[config.mk]
export PLATFORM = sky130hd
export DESIGN_NAME = mpu_top
export DESIGN_NICKNAME = d
export VERILOG_FILES = /design/src/mpu_bus_pkg.sv /design/src/mpu_map_pkg.sv /design/src/access_check.sv /design/src/bus_gate.sv /design/src/mpu_top.sv /design/src/page_map.sv
export SDC_FILE = /design/constraint.sdc
export NUM_CORES = 2
export LEC_CHECK = 0
export ABC_CLOCK_PERIOD_IN_PS = 4100
export BUFFER_PORTS_ARGS = -buffer_cell sky130_fd_sc_hd__buf_4
export CAP_MARGIN = 20
export CORE_AREA = 2 2 397 399
export DETAILED_ROUTE_END_ITERATION = 8
export DIE_AREA = 0 0 399 401
export PLACE_DENSITY_LB_ADDON = 0.2
export SLEW_MARGIN = 20
export SYNTH_ARGS = -nofsm -noshare
export SYNTH_HDL_FRONTEND = slang
export SYNTH_HIERARCHICAL = 1
export SYNTH_SLANG_ARGS = --single-unit
[constraint.sdc]
create_clock -name clk_i -period 4.1 [get_ports clk_i]
set_input_delay 0.82 -clock clk_i [delete_from_list [all_inputs] [get_ports clk_i]]
set_output_delay 0.82 -clock clk_i [all_outputs]
set_load 0.02 [all_outputs]
[src/mpu_bus_pkg.sv]
package mpu_bus_pkg;

    // ==========================================================
    // bus widths and register window
    // ==========================================================

    // one address word and one data word on both sides
    localparam int ADR_W = 32;
    localparam int DAT_W = 32;

    // high address bits that select the map register window
    localparam int WIN_HI_W = 24;
    localparam logic [WIN_HI_W-1:0] REG_BASE = 24'hFFDC00;

    // ==========================================================
    // bus structs
    // ==========================================================

    // request as captured from the slave port
    typedef struct packed {
        // one cycle strobe that starts both lookups
        logic             valid;
        // register window hit, decoded once at capture
        logic             win;
        logic             we;
        // instruction fetch
        logic             ex;
        logic [ADR_W-1:0] adr;
    } req_t;

    // response back to the master
    typedef struct packed {
        logic             ack;
        // error acknowledge on a violation
        logic             err;
        logic [DAT_W-1:0] dat;
    } rsp_t;

    // request on the outbound memory bus
    typedef struct packed {
        logic             cyc;
        logic             stb;
        logic             we;
        logic [ADR_W-1:0] adr;
        logic [DAT_W-1:0] dat;
    } out_t;

endpackage

[src/mpu_map_pkg.sv]
package mpu_map_pkg;

    // ==========================================================
    // page map geometry
    // ==========================================================

    // 4 KB pages
    localparam int PAGE_BITS = 12;
    // 64 map entries
    localparam int IDX_W = 6;
    localparam int N_ENT = 2 ** IDX_W;
    // 256 KB virtual window
    localparam int VA_BITS = PAGE_BITS + IDX_W;
    localparam int PPN_W = 20;
    // operating level width, level 0 is the most privileged
    localparam int OL_W = 2;

    // ==========================================================
    // entry word layout
    // ==========================================================

    // one entry word as the register window sees it
    localparam int ENT_W = 32;
    // permission bits sit at 31:26 in the order of perm_t
    localparam int PERM_LSB = 26;
    // word index inside the window comes from address bits 7:2
    localparam int WIN_IDX_LSB = 2;

    // rights of one page
    typedef struct packed {
        logic            valid;
        // least privileged level allowed
        logic [OL_W-1:0] pl;
        logic            x;
        logic            w;
        logic            r;
    } perm_t;

    // write into both tables from the register window
    typedef struct packed {
        logic             en;
        logic [IDX_W-1:0] idx;
        logic [ENT_W-1:0] dat;
    } map_wr_t;

    // violation kinds, at most one set per access
    typedef struct packed {
        logic exv;
        logic rdv;
        logic wrv;
    } viol_t;

endpackage

[src/access_check.sv]
`timescale 1ns/1ps

module access_check (
    input  logic                                clk_i,
    input  logic                                reset_i,
    // captured request, valid for one cycle
    input  mpu_bus_pkg::req_t                   req_i,
    // register window write
    input  mpu_map_pkg::map_wr_t                wr_i,
    input  logic                                mapen_i,
    // current operating level
    input  logic [mpu_map_pkg::OL_W-1:0]        ol_i,
    output mpu_map_pkg::viol_t                  viol_o,
    // permission half of a window readback
    output mpu_map_pkg::perm_t                  rd_perm_o
);

    // rights of each virtual page
    mpu_map_pkg::perm_t perm_mem [mpu_map_pkg::N_ENT];

    mpu_map_pkg::perm_t            ent;
    logic [mpu_map_pkg::IDX_W-1:0] va_idx;
    logic [mpu_map_pkg::IDX_W-1:0] rd_idx;
    logic                          mapped;
    logic                          beyond;
    logic                          denied;

    assign va_idx = req_i.adr[mpu_map_pkg::PAGE_BITS +: mpu_map_pkg::IDX_W];
    assign rd_idx = req_i.adr[mpu_map_pkg::WIN_IDX_LSB +: mpu_map_pkg::IDX_W];
    assign ent = perm_mem[va_idx];

    // only ordinary accesses go through the map
    assign mapped = mapen_i && !req_i.win;

    // anything at or above 256 KB has no entry
    assign beyond = |req_i.adr[mpu_bus_pkg::ADR_W-1:mpu_map_pkg::VA_BITS];

    // common part of every kind of violation
    assign denied = !ent.valid || (ol_i > ent.pl) || beyond;

    // ==========================================================
    // table write port
    // ==========================================================

    // reset leaves every page unmapped
    always_ff @(posedge clk_i) begin
        if (reset_i) begin
            for (int i = 0; i < mpu_map_pkg::N_ENT; i++) begin
                perm_mem[i].valid <= 1'b0;
            end
        end else if (wr_i.en) begin
            perm_mem[wr_i.idx] <= wr_i.dat[mpu_map_pkg::PERM_LSB +: $bits(mpu_map_pkg::perm_t)];
        end
    end

    // ==========================================================
    // registered violation decision
    // ==========================================================

    always_ff @(posedge clk_i) begin
        if (reset_i) begin
            viol_o    <= '0;
            rd_perm_o <= '0;
        end else if (req_i.valid) begin
            // a fetch is checked against x only
            viol_o.exv <= mapped && req_i.ex && (denied || !ent.x);
            viol_o.rdv <= mapped && !req_i.ex && !req_i.we && (denied || !ent.r);
            // window writes need level 0 whatever the mapping state
            viol_o.wrv <= (mapped && !req_i.ex && req_i.we && (denied || !ent.w))
                       || (req_i.win && req_i.we && (ol_i != '0));
            if (req_i.win && !req_i.we) begin
                rd_perm_o <= perm_mem[rd_idx];
            end
        end
    end

endmodule

[src/bus_gate.sv]
`timescale 1ns/1ps

module bus_gate (
    input  logic                                clk_i,
    input  logic                                reset_i,
    // slave port from the master
    input  logic                                cyc_i,
    input  logic                                stb_i,
    input  logic                                we_i,
    input  logic                                ex_i,
    input  logic [mpu_bus_pkg::ADR_W-1:0]       adr_i,
    input  logic [mpu_bus_pkg::DAT_W-1:0]       dat_i,
    output logic                                ack_o,
    output logic                                err_o,
    output logic [mpu_bus_pkg::DAT_W-1:0]       dat_o,
    // outbound memory bus
    output logic                                m_cyc_o,
    output logic                                m_stb_o,
    output logic                                m_we_o,
    output logic [mpu_bus_pkg::ADR_W-1:0]       m_adr_o,
    output logic [mpu_bus_pkg::DAT_W-1:0]       m_dat_o,
    input  logic                                m_ack_i,
    input  logic [mpu_bus_pkg::DAT_W-1:0]       m_dat_i,
    // to and from the two lookups
    output mpu_bus_pkg::req_t                   req_o,
    output mpu_map_pkg::map_wr_t                wr_o,
    input  logic [mpu_map_pkg::PPN_W-1:0]       ppn_i,
    input  mpu_map_pkg::viol_t                  viol_i,
    input  logic [mpu_map_pkg::PPN_W-1:0]       rd_ppn_i,
    input  mpu_map_pkg::perm_t                  rd_perm_i,
    // fault flags, one cycle with the error ack
    output logic                                exv_o,
    output logic                                rdv_o,
    output logic                                wrv_o
);

    typedef enum logic [1:0] {
        ST_IDLE,
        ST_LOOK,
        ST_OUT,
        ST_RESP
    } state_t;

    state_t                          state_q;
    mpu_bus_pkg::req_t               req_q;
    mpu_bus_pkg::rsp_t               rsp_q;
    mpu_bus_pkg::out_t               out_q;
    mpu_map_pkg::viol_t              flt_q;
    logic                            decide;
    logic                            bad;
    logic [mpu_bus_pkg::DAT_W-1:0]   rd_word;

    // lookup results are in once the request strobe has dropped
    assign decide = (state_q == ST_LOOK) && !req_q.valid;
    assign bad = viol_i.exv || viol_i.rdv || viol_i.wrv;

    // entry word for window reads, bits 25:20 read as zero
    assign rd_word = {rd_perm_i, 6'b0, rd_ppn_i};

    // window write lands at the decide edge and only when clean
    always_comb begin
        wr_o.en  = decide && req_q.win && req_q.we && !bad;
        wr_o.idx = req_q.adr[mpu_map_pkg::WIN_IDX_LSB +: mpu_map_pkg::IDX_W];
        wr_o.dat = out_q.dat;
    end

    // ==========================================================
    // request FSM
    // ==========================================================

    always_ff @(posedge clk_i) begin
        if (reset_i) begin
            state_q     <= ST_IDLE;
            req_q.valid <= 1'b0;
            rsp_q.ack   <= 1'b0;
            rsp_q.err   <= 1'b0;
            out_q.cyc   <= 1'b0;
            out_q.stb   <= 1'b0;
            flt_q       <= '0;
        end else begin
            case (state_q)
                ST_IDLE: begin
                    if (cyc_i && stb_i) begin
                        // capture once, the window test happens only here
                        req_q.valid <= 1'b1;
                        req_q.win   <= adr_i[mpu_bus_pkg::ADR_W-1 -: mpu_bus_pkg::WIN_HI_W]
                                       == mpu_bus_pkg::REG_BASE;
                        req_q.we    <= we_i;
                        req_q.ex    <= ex_i;
                        req_q.adr   <= adr_i;
                        out_q.we    <= we_i;
                        out_q.dat   <= dat_i;
                        state_q     <= ST_LOOK;
                    end
                end
                ST_LOOK: begin
                    if (req_q.valid) begin
                        // strobe lasts one cycle, tables register meanwhile
                        req_q.valid <= 1'b0;
                    end else if (bad) begin
                        rsp_q.ack <= 1'b1;
                        rsp_q.err <= 1'b1;
                        flt_q     <= viol_i;
                        state_q   <= ST_RESP;
                    end else if (req_q.win) begin
                        rsp_q.ack <= 1'b1;
                        rsp_q.dat <= rd_word;
                        state_q   <= ST_RESP;
                    end else begin
                        // physical address keeps the page offset
                        out_q.cyc <= 1'b1;
                        out_q.stb <= 1'b1;
                        out_q.adr <= {ppn_i, req_q.adr[mpu_map_pkg::PAGE_BITS-1:0]};
                        state_q   <= ST_OUT;
                    end
                end
                ST_OUT: begin
                    // hold the outbound cycle until memory answers
                    if (m_ack_i) begin
                        out_q.cyc <= 1'b0;
                        out_q.stb <= 1'b0;
                        rsp_q.ack <= 1'b1;
                        rsp_q.dat <= m_dat_i;
                        state_q   <= ST_RESP;
                    end
                end
                default: begin
                    // ack and flags last one cycle
                    rsp_q.ack <= 1'b0;
                    rsp_q.err <= 1'b0;
                    flt_q     <= '0;
                    state_q   <= ST_IDLE;
                end
            endcase
        end
    end

    assign req_o   = req_q;
    assign ack_o   = rsp_q.ack;
    assign err_o   = rsp_q.err;
    assign dat_o   = rsp_q.dat;
    assign m_cyc_o = out_q.cyc;
    assign m_stb_o = out_q.stb;
    assign m_we_o  = out_q.we;
    assign m_adr_o = out_q.adr;
    assign m_dat_o = out_q.dat;
    assign exv_o   = flt_q.exv;
    assign rdv_o   = flt_q.rdv;
    assign wrv_o   = flt_q.wrv;

endmodule

[src/mpu_top.sv]
`timescale 1ns/1ps

module mpu_top (
    input  logic                                clk_i,
    input  logic                                reset_i,
    // mapping control from the master
    input  logic                                mapen_i,
    input  logic [mpu_map_pkg::OL_W-1:0]        ol_i,
    // slave port
    input  logic                                cyc_i,
    input  logic                                stb_i,
    input  logic                                we_i,
    input  logic                                ex_i,
    input  logic [mpu_bus_pkg::ADR_W-1:0]       adr_i,
    input  logic [mpu_bus_pkg::DAT_W-1:0]       dat_i,
    output logic                                ack_o,
    output logic                                err_o,
    output logic [mpu_bus_pkg::DAT_W-1:0]       dat_o,
    // outbound memory bus
    output logic                                m_cyc_o,
    output logic                                m_stb_o,
    output logic                                m_we_o,
    output logic [mpu_bus_pkg::ADR_W-1:0]       m_adr_o,
    output logic [mpu_bus_pkg::DAT_W-1:0]       m_dat_o,
    input  logic                                m_ack_i,
    input  logic [mpu_bus_pkg::DAT_W-1:0]       m_dat_i,
    // fault flags
    output logic                                exv_o,
    output logic                                rdv_o,
    output logic                                wrv_o
);

    mpu_bus_pkg::req_t             req_q;
    mpu_map_pkg::map_wr_t          map_wr;
    logic [mpu_map_pkg::PPN_W-1:0] ppn_q;
    logic [mpu_map_pkg::PPN_W-1:0] rd_ppn;
    mpu_map_pkg::viol_t            viol_q;
    mpu_map_pkg::perm_t            rd_perm;

    // ==========================================================
    // gate in front, both tables look up in parallel
    // ==========================================================

    bus_gate gate_i (
        .clk_i     (clk_i),
        .reset_i   (reset_i),
        .cyc_i     (cyc_i),
        .stb_i     (stb_i),
        .we_i      (we_i),
        .ex_i      (ex_i),
        .adr_i     (adr_i),
        .dat_i     (dat_i),
        .ack_o     (ack_o),
        .err_o     (err_o),
        .dat_o     (dat_o),
        .m_cyc_o   (m_cyc_o),
        .m_stb_o   (m_stb_o),
        .m_we_o    (m_we_o),
        .m_adr_o   (m_adr_o),
        .m_dat_o   (m_dat_o),
        .m_ack_i   (m_ack_i),
        .m_dat_i   (m_dat_i),
        .req_o     (req_q),
        .wr_o      (map_wr),
        .ppn_i     (ppn_q),
        .viol_i    (viol_q),
        .rd_ppn_i  (rd_ppn),
        .rd_perm_i (rd_perm),
        .exv_o     (exv_o),
        .rdv_o     (rdv_o),
        .wrv_o     (wrv_o)
    );

    // translation half of the map
    page_map map_i (
        .clk_i    (clk_i),
        .reset_i  (reset_i),
        .req_i    (req_q),
        .wr_i     (map_wr),
        .mapen_i  (mapen_i),
        .ppn_o    (ppn_q),
        .rd_ppn_o (rd_ppn)
    );

    // permission half of the map
    access_check check_i (
        .clk_i     (clk_i),
        .reset_i   (reset_i),
        .req_i     (req_q),
        .wr_i      (map_wr),
        .mapen_i   (mapen_i),
        .ol_i      (ol_i),
        .viol_o    (viol_q),
        .rd_perm_o (rd_perm)
    );

endmodule

[src/page_map.sv]
`timescale 1ns/1ps

module page_map (
    input  logic                                clk_i,
    input  logic                                reset_i,
    // captured request, valid for one cycle
    input  mpu_bus_pkg::req_t                   req_i,
    // register window write
    input  mpu_map_pkg::map_wr_t                wr_i,
    input  logic                                mapen_i,
    // physical page for the access
    output logic [mpu_map_pkg::PPN_W-1:0]       ppn_o,
    // page number half of a window readback
    output logic [mpu_map_pkg::PPN_W-1:0]       rd_ppn_o
);

    // physical page number of each virtual page
    logic [mpu_map_pkg::PPN_W-1:0] ppn_mem [mpu_map_pkg::N_ENT];

    // virtual page index from address bits 17:12
    logic [mpu_map_pkg::IDX_W-1:0] va_idx;
    // entry index of a window access from address bits 7:2
    logic [mpu_map_pkg::IDX_W-1:0] rd_idx;
    // upper address bits used when nothing is translated
    logic [mpu_map_pkg::PPN_W-1:0] flat_ppn;
    logic                          translate;

    assign va_idx = req_i.adr[mpu_map_pkg::PAGE_BITS +: mpu_map_pkg::IDX_W];
    assign rd_idx = req_i.adr[mpu_map_pkg::WIN_IDX_LSB +: mpu_map_pkg::IDX_W];
    assign flat_ppn = req_i.adr[mpu_bus_pkg::ADR_W-1 -: mpu_map_pkg::PPN_W];

    // window accesses always see the flat address
    assign translate = mapen_i && !req_i.win;

    // ==========================================================
    // table write port
    // ==========================================================

    // the low 20 bits of the entry word hold the page number
    always_ff @(posedge clk_i) begin
        if (wr_i.en) begin
            ppn_mem[wr_i.idx] <= wr_i.dat[mpu_map_pkg::PPN_W-1:0];
        end
    end

    // ==========================================================
    // registered lookup
    // ==========================================================

    // results hold until the next request strobe
    always_ff @(posedge clk_i) begin
        if (reset_i) begin
            ppn_o    <= '0;
            rd_ppn_o <= '0;
        end else if (req_i.valid) begin
            if (translate) begin
                ppn_o <= ppn_mem[va_idx];
            end else begin
                ppn_o <= flat_ppn;
            end
            // readback only for window reads
            if (req_i.win && !req_i.we) begin
                rd_ppn_o <= ppn_mem[rd_idx];
            end
        end
    end

endmodule
Word-level counts from Yosys, hierarchy flattened
Memories as Yosys holds them, arrays and structs flattened. A register that Yosys moved wholly into a read port is not among the register bits.
Cells that the tools add are included.

cells by class
  order comparisons = 1
  equality and inequality tests = 11
  mux-type cells = 39
  bitwise logic cells = 6
  reductions and logical operators = 49

operator list
  cell                                                             number
  32-bit 2-to-1 mux                                                3
  32-bit case mux with 2 select lines                              1
  36-bit 2-to-1 mux                                                1
  34-bit 2-to-1 mux                                                1
  24-bit equality test, second input constant                      1
  6-bit 2-to-1 mux                                                 4
  20-bit 2-to-1 mux                                                1
  1-bit logical AND                                                16
  2-bit 2-to-1 mux                                                 8
  14-bit OR reduction                                              1
  1-bit 2-to-1 mux                                                 12
  5-bit AND reduction                                              2
  1-bit logical NOT                                                9
  3-bit AND reduction                                              3
  1-bit logical OR                                                 8
  2-bit != test, second input constant                             4
  3-bit 2-to-1 mux                                                 2
  2-bit by 1-bit != test with 1-bit output, second input constant  3
  1-bit inverter                                                   6
  2-bit case mux with 3 select lines                               1
  3-bit case mux with 2 select lines                               1
  6-bit AND reduction                                              1
  2-bit nonzero test                                               3
  6-bit OR reduction                                               1
  other kinds (11)                                                 13

storage, ports and cells
  register bits = 164
  bits in writable memories = 1664
  bits of input ports = 106
  output and inout bits = 104
  word-level logic and storage cells = 128
  memories = 2

memories
  name              depth  width  read ports  clocked after memory_dff  write ports  RTL line            RTL
  map_i.ppn_mem     64     20     2           2                         1            page_map.sv:18      logic [mpu_map_pkg::PPN_W-1:0] ppn_mem [mpu_map_pkg::N_ENT];
  check_i.perm_mem  64     6      2           2                         64           access_check.sv:19  mpu_map_pkg::perm_t perm_mem [mpu_map_pkg::N_ENT];

Depth between registers and ports, before layout
  depth after elaboration = 10
  mapped depth = 15
  gate-level depth less buffers = 12

Modules after synthesis
Netlist, hierarchy kept.

by module, submodules not included
  module        times used  cells an instance  area an instance (µm²)  seq. area each (µm²)
  page_map      1           3208               60684.5                 39237.6
  access_check  1           1149               19322.3                 11711.2
  bus_gate      1           281                5207.5                  4113.9

Worst setup path before layout
OpenSTA, ideal clock, no wires.

  path kind = input to register
  start point = input reset_i
  end point = register gate_i.out_q, in the netlist gate_i/m_dat_o[0], enable pin
  setup time = 0.492 ns
  arrival time = 3.841 ns
  required time = 3.608 ns
  path slack = -0.234 ns
  stages = 2
  path buffers = 1
  path through = clkbuf_1 > nor2_1

between the ends
  longest elaborated chain between the ends = 2

ends and longest elaborated chain
  what                                  RTL line        RTL
  start, declared                       mpu_top.sv:5    input logic reset_i,
  1-bit inverter (no source line)       -
  3-bit AND reduction (no source line)  -
  end, declared                         bus_gate.sv:47  mpu_bus_pkg::out_t out_q;

No other way between the ends.
A chain may end at the register's enable or synchronous reset.

==> key figures <==
Status
  – Status: completed

Clock tree
  – CTS Sinks: around 1,900
  – TritonCTS clock tree: built
  – Clock Tree Buf Depth: 3
  – Max H-tree Level: 4
  – Worst skew pair latency: about 0.83 ns
  – CTS Root Cell: clkbuf_16
  – CTS Buf Count: ~190
  – Clock-pin slew on the worst setup and hold paths: 0.06 ns

Finish
  – Layout net count: 5,119
  – Layout cells sized above 1: 0.357
  – Most frequent cells in the layout: edfxtp_1 (1,795), mux4_2 (764), buf_4 (519)
  – Fill count: around 11,000
  – Register area: about 55,000 um^2
  – Leading cell type in the layout, fill and taps excluded: edfxtp_1
  – Layout Area Growth over Synthesis: 14.3%
  – Multi-input gate area: about 28,000 um^2

Detailed routing
  – Total number of vias: roughly 52,000
  – Total wire length: 272,000 um
  – DR vias/cell: around 7.2
  – Number of remaining DRC errors: 0
  – Avg WL per Cell: 37.6 um
  – 1st-pass router iterations: 6
  – Detailed Route Iter0 Violations: roughly 8,400
  – Post-DRT Antenna Nets: 0

STA
  – Slew HR: 0.183
  – Final Cycle Share: 0.990
  – Count of endpoints failing setup in the final report: 0
  – Final Hold Fails: 0
  – Fin Setup TNS: 0 ns
  – Max Fclk: 0.246 GHz
  – Unrepaired setup endpoints after global routing: no
  – Clock period minus worst slack: between 4 and 5 ns
  – Worst slew pin tran: between 1 and 1.5 ns
  – Max Transition Viols Final: 0
  – Setup Skew: roughly 0.043 ns

Setup path
  – CP endpoint kind: register
  – Crit path kind: register to register
  – Worst EP arrival: 4.73 ns
  – Startpoint Class: register
  – WP data required: 4.77 ns
  – Crit-path max FO: between 70 and 80

Yosys
  – Syn nets: between 4,000 and 5,000
  – Syn_area_per_cell: 18.4 um^2
  – Synth Cell Area: 85,200 um^2
  – Mapped Cells: around 4,600
  – Ys Warns: 6

Global route
  – Largest net degree at the start of global routing: approximately 120
  – Vias in the first global route: 51,000
  – First-pass GRT wire length: 381,000 um
  – Total gr overflow: 0
  – Initial antenna violation count: 16
  – GRT Overall Usage: 0.340

Die
  – Site Rows: around 150
  – DIE HEIGHT: between 400 and 500 um
  – DIE WIDTH: 399 um
  – CORE AREA: ~160,000 um^2
  – Starting Density: 0.547
  – I/O pins: 210
  – Die area: about 160,000 um^2

Power and ir drop
  – Leakage: about 32 nW
  – Pwr dens: about 440 nW/um^2
  – Worst VDD drop: about 0.00049 V
  – Design Power: 43.0 mW

Min path
  – HP Class: primary input to register

Run
  – Maxcap violations: 0

Placed design
  – GP Congestion: 0.938
  – Count of port buffers added during placement: ~210
  – DPL Wire Length: between 150,000 and 200,000 um
==> report_power, final <==
part,switching (mW),internal [mW],total (mW)
Clock,7.42,9.89,17.3
Sequential,0.270,21.1,21.3
Combinational,2.61,1.69,4.30
Total,10.3,32.7,43.0
==> worst paths after layout <==
path	cells after the start	slack [ns]	from	to
min	1	0.16	adr_i[21]	gate_i/req_o[21]
min reg2reg	0	0.42	gate_i/req_o[10]	gate_i/m_adr_o[10]
max reg2reg	9	0.04	gate_i/req_o[12]	map_i/ppn_o[19]
max	9	0.04	gate_i/req_o[12]	map_i/ppn_o[19]
==> worst max-delay path, stage by stage (launching register included) <==
cell and delay (ns):
edfxtp_1 0.38, buf_12 0.15, clkbuf_16 0.23, buf_12 0.39
buf_12 0.49, mux4_2 0.59, a22oi_1 0.21, nand2_1 0.12
nor4_1 1.01, o2bb2ai_1 0.15
==> layout make-up <==
class | instances | area share
Inverter | 12 | 0.000463
Multi-Input combinational cell | 2379 | 0.293
Antenna cell | 8 | 0.000206
Timing Repair Buffer | 572 | 0.0511
Clock buffer | 249 | 0.0527
Sequential cell | 1853 | 0.566
Clock inverter | 105 | 0.0108
Tap cell | 2058 | 0.0265
==> what timing repair did <==
action | 4_1_cts | 5_1_grt
setup buffers | 0 | 1
gates resized for setup | 0 | 3
hold buffers | 0 | 0
endpoints found under the setup margin | 0 | 3
==> stage by stage <==
step	hold WS (ns)	cells	worst slack (ns)	util	cell area [um^2]
2_1_floorplan	0.400	4632	0.354	-	85200
3_3_place_gp	0.403	6872	0.0216	0.585	91100
3_5_place_dp	0.405	6872	0.0799	0.585	91100
4_1_cts	0.114	7226	0.0564	0.625	97200
5_1_grt	0.131	7228	0.00927	0.625	97300
6_report	0.159	7236	0.0423	0.625	97300
==> metal layers <==
layer | up-vias | GRT usage | share of wire
li1 | 20300 | - | -
met1 | 27400 | 0.496 | 0.37
met2 | 4118 | 0.482 | 0.44
met3 | 565 | 0.109 | 0.15
met4 | 18 | 0.125 | 0.040
met5 | - | 0 | 0.00043
==> sequential cells by signal, summed over array words and instances, names as in the netlist, 2 cells and up <==
name,cells
map_i/ppn_mem,1280
check_i/perm_mem,384
gate_i/req_o,35
gate_i/dat_o,32
gate_i/m_adr_o,32
gate_i/m_dat_o,32
map_i/ppn_o,20
map_i/rd_ppn_o,20
check_i/rd_perm_o,6
check_i/viol_o,3
gate_i/state_q,2
No activity file was read; power rests on OpenSTA's default activity.
